===== config.mk =====
export PLATFORM = sky130hd
export DESIGN_NAME = fetchTop
export DESIGN_NICKNAME = d
export VERILOG_FILES = /design/src/fetchPkg.sv /design/src/claAdder16.sv /design/src/pcControl.sv /design/src/flagRegister.sv /design/src/instrMemory.sv /design/src/fetchSequencer.sv /design/src/fetchTop.sv
export SDC_FILE = /design/constraint.sdc
export NUM_CORES = 2
export LEC_CHECK = 0
export BUFFER_PORTS_ARGS = -buffer_cell sky130_fd_sc_hd__buf_2
export CORE_UTILIZATION = 45
export DETAILED_ROUTE_END_ITERATION = 8
export PLACE_DENSITY_LB_ADDON = 0.08
export SKIP_LAST_GASP = 1
export SYNTH_ARGS = -nofsm -noshare
export SYNTH_HDL_FRONTEND = slang
export SYNTH_SLANG_ARGS = --single-unit

===== constraint.sdc =====
create_clock -name clk -period 17.9 [get_ports clk]
set_input_delay 0 -clock clk [delete_from_list [all_inputs] [get_ports clk]]
set_output_delay 0 -clock clk [all_outputs]
set_load 0.01 [all_outputs]

===== src/fetchPkg.sv =====
`default_nettype none

package fetchPkg;

  localparam int dataWidth     = 16;                // data word and pc width
  localparam int imemDepth     = 256;               // instruction words
  localparam int imemAddrWidth = $clog2(imemDepth); // 8 bits of word index

  // control-flow opcodes, everything else just steps the pc
  localparam logic [3:0] opB   = 4'b1100;  // branch on cond, pc-relative imm
  localparam logic [3:0] opBr  = 4'b1101;  // branch on cond to register value
  localparam logic [3:0] opPcs = 4'b1110;  // pc save, fetch side only steps
  localparam logic [3:0] opHlt = 4'b1111;  // stop fetching

  localparam logic [2:0] condNe     = 3'b000;
  localparam logic [2:0] condEq     = 3'b001;
  localparam logic [2:0] condGt     = 3'b010;
  localparam logic [2:0] condLt     = 3'b011;
  localparam logic [2:0] condGe     = 3'b100;
  localparam logic [2:0] condLe     = 3'b101;
  localparam logic [2:0] condOvf    = 3'b110;
  localparam logic [2:0] condAlways = 3'b111;

  typedef logic [2:0] flagVec;  // {N, V, Z}

  typedef struct packed {
    logic [3:0] op;
    logic [2:0] cond;
    logic [8:0] offset;  // signed, in words
  } immFmt;

  typedef struct packed {
    logic [3:0] op;
    logic [2:0] cond;
    logic [3:0] rs;      // target register, read by regfile side
    logic [4:0] unused;
  } regFmt;

  // same 16 bits seen as B format or BR format
  typedef union packed {
    immFmt imm;
    regFmt regForm;
  } instrWord;

endpackage

`default_nettype wire


===== src/claAdder16.sv =====
`timescale 1ns/1ps
`default_nettype none

module claAdder16 (
  input  logic [15:0] a,
  input  logic [15:0] b,
  output logic [15:0] sum,
  output logic        carryOut
);

  logic [4:0] groupCarry;  // carry into each 4-bit group, [4] is the msb carry

  assign groupCarry[0] = 1'b0;  // no carry-in on this adder

  for (genvar g = 0; g < 4; g++) begin : genGroup
    logic [3:0] grpGen;   // bit generate
    logic [3:0] grpProp;  // bit propagate
    logic [4:0] c;        // lookahead carries inside the group

    assign grpGen  = a[4*g +: 4] & b[4*g +: 4];
    assign grpProp = a[4*g +: 4] ^ b[4*g +: 4];

    assign c[0] = groupCarry[g];  // rippled in from lower group
    assign c[1] = grpGen[0] | (grpProp[0] & c[0]);
    assign c[2] = grpGen[1] | (grpProp[1] & grpGen[0]) | (grpProp[1] & grpProp[0] & c[0]);
    assign c[3] = grpGen[2] | (grpProp[2] & grpGen[1])
                | (grpProp[2] & grpProp[1] & grpGen[0])
                | (grpProp[2] & grpProp[1] & grpProp[0] & c[0]);
    assign c[4] = grpGen[3] | (grpProp[3] & grpGen[2])
                | (grpProp[3] & grpProp[2] & grpGen[1])
                | (grpProp[3] & grpProp[2] & grpProp[1] & grpGen[0])
                | (grpProp[3] & grpProp[2] & grpProp[1] & grpProp[0] & c[0]);

    assign sum[4*g +: 4]   = grpProp ^ c[3:0];
    assign groupCarry[g+1] = c[4];  // ripple to next group
  end

  assign carryOut = groupCarry[4];

endmodule

`default_nettype wire


===== src/pcControl.sv =====
`timescale 1ns/1ps
`default_nettype none

module pcControl (
  input  logic [fetchPkg::dataWidth-1:0] pc,
  input  fetchPkg::instrWord             instr,
  input  fetchPkg::flagVec               flags,
  input  logic [fetchPkg::dataWidth-1:0] regData,
  output logic [fetchPkg::dataWidth-1:0] pcNext,
  output logic                           branchTaken,
  output logic                           haltOp
);

  import fetchPkg::*;

  logic [dataWidth-1:0] pcPlus2;       // sequential next pc
  logic [dataWidth-1:0] branchTarget;  // pc+2 + offset*2
  logic [dataWidth-1:0] offsetShift;   // sign extended word offset in bytes
  logic [3:0]           op;
  logic [2:0]           cond;
  logic                 condMet;
  logic                 flagN, flagV, flagZ;

  assign op   = instr.imm.op;    // op sits at the same bits in both formats
  assign cond = instr.imm.cond;  // cond also shares its bits across both formats

  assign {flagN, flagV, flagZ} = flags;

  assign offsetShift = {{(dataWidth-10){instr.imm.offset[8]}}, instr.imm.offset, 1'b0};

  claAdder16 pcIncAdder (
    .a       (pc),
    .b       (dataWidth'(2)),
    .sum     (pcPlus2),
    .carryOut()                // pc wraps at 16 bits
  );

  claAdder16 branchAdder (
    .a       (pcPlus2),
    .b       (offsetShift),
    .sum     (branchTarget),
    .carryOut()
  );

  always_comb begin
    case (cond)
      condNe:     condMet = ~flagZ;
      condEq:     condMet = flagZ;
      condGt:     condMet = ~flagZ & ~flagN;
      condLt:     condMet = flagN;
      condGe:     condMet = flagZ | ~flagN;
      condLe:     condMet = flagN | flagZ;
      condOvf:    condMet = flagV;
      condAlways: condMet = 1'b1;
      default:    condMet = 1'b0;
    endcase
  end

  always_comb begin
    branchTaken = 1'b0;
    pcNext      = pcPlus2;  // default for every plain opcode and pcs
    case (op)
      opB: begin
        branchTaken = condMet;
        pcNext      = condMet ? branchTarget : pcPlus2;
      end
      opBr: begin
        branchTaken = condMet;
        pcNext      = condMet ? regData : pcPlus2;
      end
      opHlt:   pcNext = pc;  // hold on the hlt word
      default: pcNext = pcPlus2;
    endcase
  end

  assign haltOp = (op == opHlt);

endmodule

`default_nettype wire


===== src/flagRegister.sv =====
`timescale 1ns/1ps
`default_nettype none

module flagRegister (
  input  logic             clk,
  input  logic             reset,
  input  logic             flagWrite,  // load strobe from execute side
  input  fetchPkg::flagVec flagIn,
  output fetchPkg::flagVec flags
);

  always_ff @(posedge clk) begin
    if (reset) begin
      flags <= '0;
    end else if (flagWrite) begin
      flags <= flagIn;  // seen by branch logic next cycle
    end
  end

  // no strobe and no reset at the last edge means flags held
  assert property (@(posedge clk)
    (!$past(flagWrite) && !$past(reset)) |-> $stable(flags))
    else $error("flags changed without flagWrite");

endmodule

`default_nettype wire


===== src/instrMemory.sv =====
`timescale 1ns/1ps
`default_nettype none

module instrMemory (
  input  logic                               clk,
  input  logic                               imemWrite,
  input  logic [fetchPkg::imemAddrWidth-1:0] imemAddr,   // word address
  input  logic [fetchPkg::dataWidth-1:0]     imemData,
  input  logic [fetchPkg::dataWidth-1:0]     pc,         // byte address
  output fetchPkg::instrWord                 instr
);

  import fetchPkg::*;

  logic [dataWidth-1:0] memArray [imemDepth];  // plain regs, no reset

  always_ff @(posedge clk) begin
    if (imemWrite) begin
      memArray[imemAddr] <= imemData;  // one word per strobe cycle
    end
  end

  // async read, pc is byte addressed so drop bit 0
  assign instr = memArray[pc[imemAddrWidth:1]];

  // fetch must stay word aligned across every path that loads pc
  assert property (@(posedge clk) !$isunknown(pc) |-> (pc[0] == 1'b0))
    else $error("odd pc %h reached instruction memory", pc);

endmodule

`default_nettype wire


===== src/fetchSequencer.sv =====
`timescale 1ns/1ps
`default_nettype none

module fetchSequencer (
  input  logic                           clk,
  input  logic                           reset,
  input  logic                           run,     // level, low stalls fetch
  input  logic [fetchPkg::dataWidth-1:0] pcNext,
  input  logic                           haltOp,
  output logic [fetchPkg::dataWidth-1:0] pc,
  output logic                           halted
);

  logic advance;  // an instruction retires this cycle

  assign advance = run && !halted;

  always_ff @(posedge clk) begin
    if (reset) begin
      pc     <= '0;
      halted <= 1'b0;
    end else if (advance) begin
      pc <= pcNext;  // hlt feeds back its own address
      if (haltOp) begin
        halted <= 1'b1;  // sticky until reset
      end
    end
  end

  // once halted the pc is frozen
  assert property (@(posedge clk) disable iff (reset) halted |=> $stable(pc))
    else $error("pc moved while halted");

  // only reset may release the halt latch
  assert property (@(posedge clk) $fell(halted) |-> $past(reset))
    else $error("halted dropped without reset");

endmodule

`default_nettype wire


===== src/fetchTop.sv =====
`timescale 1ns/1ps
`default_nettype none

module fetchTop (
  input  logic                               clk,
  input  logic                               reset,
  input  logic                               imemWrite,
  input  logic [fetchPkg::imemAddrWidth-1:0] imemAddr,
  input  logic [fetchPkg::dataWidth-1:0]     imemData,
  input  logic                               flagWrite,
  input  fetchPkg::flagVec                   flagIn,
  input  logic [fetchPkg::dataWidth-1:0]     regData,  // BR target, combinational
  input  logic                               run,
  output logic [fetchPkg::dataWidth-1:0]     pc,
  output fetchPkg::instrWord                 instr,
  output logic                               branchTaken,
  output logic                               halted
);

  import fetchPkg::*;

  flagVec               flags;   // registered N V Z
  logic [dataWidth-1:0] pcNext;  // from branch logic to pc reg
  logic                 haltOp;

  instrMemory imem_i (
    .clk      (clk),
    .imemWrite(imemWrite),
    .imemAddr (imemAddr),
    .imemData (imemData),
    .pc       (pc),
    .instr    (instr)
  );

  flagRegister flags_i (
    .clk      (clk),
    .reset    (reset),
    .flagWrite(flagWrite),
    .flagIn   (flagIn),
    .flags    (flags)
  );

  pcControl pcCtrl_i (
    .pc         (pc),
    .instr      (instr),
    .flags      (flags),
    .regData    (regData),
    .pcNext     (pcNext),
    .branchTaken(branchTaken),
    .haltOp     (haltOp)
  );

  fetchSequencer seq_i (
    .clk   (clk),
    .reset (reset),
    .run   (run),
    .pcNext(pcNext),
    .haltOp(haltOp),
    .pc    (pc),
    .halted(halted)
  );

endmodule

`default_nettype wire


# Word level (Yosys, flattened, before mapping)
# Memories as Yosys holds them, arrays and structs flattened. A register that Yosys moved wholly into a read port is not among the register bits.
# Index checks and enable logic that the tools add are counted.
# Widths: inputs -> output; s select.
# classes
eq_ne	10
mux	9
bitwise_logic	134
n_reduce_logical	6
# op_table
operator	n
$and 1x1->1	80
$pmux 16 s3	1
$xor 4x4->4	12
$or 1x1->1	34
$mux 16	2
$mux 8	2
$and 4x4->4	3
$eq 3x3->1 const B	4
$eq 4x4->1 const B	3
$pmux 1 s8	1
$eq 3x2->1 const B	2
$not 1->1	4
$reduce_and 2->1	2
$and 3x3->3	1
$eq 3x1->1 const B	1
$logic_not 3->1	1
$mux 1	3
$reduce_or 2->1	1
$logic_and 1x1->1	1
$logic_not 1->1	1
# word_totals
ff_bits	20
mem_bits_rw	4096
input_bits	48
output_inout_bits	34
elab_cells	163
memories	1
# memory_table
memory	words	word_bits	read_ports	rd_ports_with_merged_regs	write_ports	line	source
imem_i.memArray	256	16	1	1	1	instrMemory.sv:15	logic [dataWidth-1:0] memArray [imemDepth];

# Depth between registers and ports, before layout
# depth
word_depth	19
mapped_depth	27

# Modules after synthesis
# From an unflattened synthesis, not the netlist that was laid out.
# unflattened
cells_unflattened	7736
hier_area_um2	161631.3
# by_module_without_submodules
mod	instances	cells_each	area_each_um2	seq_area_each_um2
instrMemory	1	7344	158394.4	122998.0
claAdder16	2	81	740.7	0.0
pcControl	1	147	857.1	0.0
fetchSequencer	1	74	797.0	340.3
flagRegister	1	9	101.3	60.1

# Least setup slack after synthesis
# Ideal clock, no wire load.
# synth_path
path_type	register to register
from	register with a tool-made name
to	register seq_i.pc[13] (netlist bit)
t_arrival_ns	6.955
slack_ns	10.823
path_stages_with_launch	28
n_path_buf	10
path_cell_list	dfxtp_1 > buf_6 > buf_6 > buf_8 > buf_6 > buf_6 > buf_6 > buf_6 > buf_4 > clkbuf_1 > buf_1 > mux4_2 > mux4_2 > mux4_2 > mux4_2 > ha_1 > a21o_1 > a21o_1 > a21oi_1 > o21ai_0 > a41oi_1 > nand2_1 > and2_1 > fa_1 > xnor2_1 > nor4_1 > a21o_1 > a311o_1
# synth_rtl
element	line	source
end signal, assigned	fetchSequencer.sv:23	pc <= pcNext;
end, declared	fetchSequencer.sv:10	output logic [fetchPkg::dataWidth-1:0] pc,

==> flow_summary.json <==
{
  "outcome": "finished, final reports clean",
  "instances_no_fill": 12500,
  "min_path_type": "in2reg",
  "initial_utilization_pct": 45.2,
  "syn_nets": 6878,
  "routabilityCongestion": 0.893,
  "ys_seq_area_share_pct": 77.5,
  "final.setup.tns_ns": 0,
  "drive_gt1_share_pct": 33.7,
  "fp.dieW_um": 597,
  "grt_max_degree": 112,
  "cp-end-kind": "register",
  "io_buffers": 81,
  "ys_ff_latch": 4124,
  "htree_num_levels": 5,
  "whs_ns": 0.100,
  "nets": 7480,
  "final_util_pct": 51.8,
  "synth_warnings": 0,
  "setup_viol": 0,
  "synthCells": 6808,
  "slowest_stage": "dfxtp_4",
  "avgRoutedWirePerCell_um": 37.1,
  "ctsLongestPathBuffers": 4,
  "crit_type": "reg2reg",
  "grt_pass1_vias": 77400,
  "tightest_slew_ns": 1.37,
  "dp_cells": 11600,
  "place_area_sq_um": 168000,
  "fin_crit_ns": 9.05,
  "ys.flop_type": "edfxtp_1",
  "cp_cell_sequence": "buf_4, buf_4, buf_4, buf_4, mux4_2, mux4_2, mux4_2, mux4_2, ha_1, a21o_1, a21oi_1, o21ai_0, a41oi_1, nand2_1, and2_1, fa_1, nand3_1, a41oi_1, dlygate4sd3_1",
  "drc": 0,
  "io_pins": 82,
  "regArea_sq_um": 124000,
  "slowest_delay_ns": 0.83,
  "power_density_nw_per_um2": 145,
  "async_flop_share_pct": 0,
  "post_cts_buffers": 0,
  "finalCritPeriodShare_pct": 50.6,
  "clk_pin_slew_worst_paths_ns": 0.06,
  "wl_mm": 464,
  "drt_pass1_iterations": 6,
  "die_area_sq_um": 357000,
  "track_usage_pct": 26.0,
  "arrival_ns": 9.97,
  "vias": 77500,
  "critPathMaxFanout": 53,
  "hp-start": "imemData[4]",
  "grt_pass1_wl_mm": 638,
  "netlist_area_sq_um": 159000,
  "ir_worst_vdd_v": 0.000104,
  "synth_edf_count": 4096,
  "cts_tree": "built",
  "dp_hpwl_mm": 277,
  "p_leak_uw": 0.0556,
  "finalMaxSlewViolations": 0,
  "fp-row-count": 218,
  "slew_headroom_pct": 8.24,
  "hold_violations": 0,
  "fin_skew_ns": 0.0492,
  "clock_latency_ns": 0.98,
  "core_sq_um": 353000,
  "start_kind": "register",
  "clock.fmax_mhz": 110,
  "root_buffer": "clkbuf_16",
  "yosysUniqueCellTypes": 77,
  "area_growth_pct": 14.5,
  "antenna_found_initial": 31,
  "stdcell_area_sq_um": 183000,
  "rsz0062_at_grt": "no",
  "drt.antenna.violating_nets": 0,
  "required_ns": 18.82,
  "die_height_um": 597,
  "drtIter0Drc": 9705,
  "drv_cap": 0,
  "cts.sinks": 4124,
  "numCtsBuffers": 431,
  "multiInputGateArea_sq_um": 34800,
  "overflow": 0,
  "via_per_inst": 6.20,
  "fillers": 27500,
  "syn_area_per_cell_sq_um": 23.4
}
[worst max-delay path: cells and delay by family, from the launching register on]
family	cells	cell delay, ns
buf+inv	5	3.19
mux	4	2.14
compound gates	5	1.31
fa+ha+maj	2	0.90
flops	1	0.83
simple gates	3	0.40
[per-layer routing]
layer | global-route usage (%) | up-vias | part of all wire (%) | wire length, um
met1 | 38.5 | 43100 | 43 | 199000
met5 | 0 | - | 0.018 | 84
met3 | 4.63 | 661 | 7.8 | 36000
met4 | 7.52 | 12 | 3.2 | 14900
li1 | - | 30500 | - | -
met2 | 39.7 | 3237 | 46 | 214000
[placed cells by master (no fill, tap or decap), types with 21 or more instances in the layout]
cell type and count:
nand2_1 84, nand3_1 43, edfxtp_1 4096, nor2_2 225, dlygate4sd3_1 74, mux2i_1 126
bufinv_16 39, mux4_2 1204, mux2_2 61, clkinv_2 88, clkinv_1 95, nor2_1 71
o21ai_0 28, buf_2 65, a21oi_1 38, buf_4 385, nor2b_1 33, dfxtp_1 21
nor3_1 22, a22oi_1 29, inv_1 23, clkbuf_1 91, clkbuf_16 439
[through the flow]
step	power (uW)	setup WS, ns
after floorplan	14900	10.82
after global placement	17800	9.06
after detailed placement	17800	9.12
after CTS	26600	8.93
after global routing	27200	8.57
final	26500	8.85
[kinds of logic after synthesis]
kind of cell               synth area share [%]
DFF                                        77.5
muxes                                      18.2
and+or+nand+nor                            1.69
buffers and inverters                      1.15
AOI/OAI and AO/OA                          1.17
adders and majority gates                 0.191
xor gates and xnor gates                 0.0824
[path summary, 6_finish.rpt]
check                                      end  slack (ns)  cells after the start
min reg2reg          seq_i.pc[15]$_SDFFE_PP0P_        0.54                      2
max reg2reg          seq_i.pc[12]$_SDFFE_PP0P_        8.85                     19
max                  seq_i.pc[12]$_SDFFE_PP0P_        8.85                     19
min          imem_i.memArray[126][4]$_DFFE_PP_        0.10                      2
[cell type report]
| type | count | area share [%] |
|---|---|---|
| Antenna cell | 14 | 0.0192 |
| Multi-Input combinational cell | 2276 | 19.0 |
| Clock buffer | 537 | 6.26 |
| Inverter | 28 | 0.0583 |
| Tap cell | 4730 | 3.24 |
| Sequential cell | 4124 | 67.7 |
| Timing Repair Buffer | 549 | 2.39 |
| Clock inverter | 256 | 1.28 |
[repair_timing]
item                      4_1_cts  5_1_grt
hold buffers                   74        0
resized for setup               0        0
hold endpoints to repair     1923        0
[flip-flops by register name, summed over array words and instances (netlist names), named ones only]
signal	count
flags_i.flags	3
seq_i.halted	1
imem_i.memArray	4096
seq_i.pc	16
[cells in the mapped netlist (all sizes together), types with 8 or more instances]
| master | count | share of area [%] |
|---|---|---|
| edfxtp | 4096 | 77 |
| mux4 | 1204 | 17 |
| nor2 | 305 | 0.72 |
| buf | 193 | 0.64 |
| clkbuf | 187 | 0.44 |
| mux2i | 126 | 0.79 |
| nand2 | 84 | 0.20 |
| mux2 | 61 | 0.43 |
| nand3 | 52 | 0.16 |
| a21oi | 38 | 0.12 |
| nor2b | 34 | 0.13 |
| a22oi | 29 | 0.14 |
| o21ai | 29 | 0.093 |
| dfxtp | 28 | 0.35 |
| inv | 26 | 0.061 |
| nor3 | 23 | 0.072 |
| a221oi | 20 | 0.11 |
| ha | 18 | 0.14 |
| o22ai | 18 | 0.071 |
| nand4 | 17 | 0.067 |
| o211ai | 17 | 0.080 |
| a22o | 15 | 0.082 |
| nor4 | 15 | 0.059 |
| and3 | 14 | 0.055 |
| a31oi | 11 | 0.043 |
| and2 | 11 | 0.043 |
| nand2b | 10 | 0.039 |
| xnor2 | 9 | 0.049 |
| a221o | 8 | 0.050 |
| or2 | 8 | 0.031 |
[report_power, final]
| group | switching [uW] | internal (uW) | total, uW | leakage [uW] |
|---|---|---|---|---|
| clock | 3750 | 5070 | 8820 | 0.00673 |
| combinational | 4210 | 2650 | 6860 | 0.0118 |
| sequential | 128 | 10700 | 10800 | 0.0370 |
Note: power is estimated with default switching activity, not from simulation.
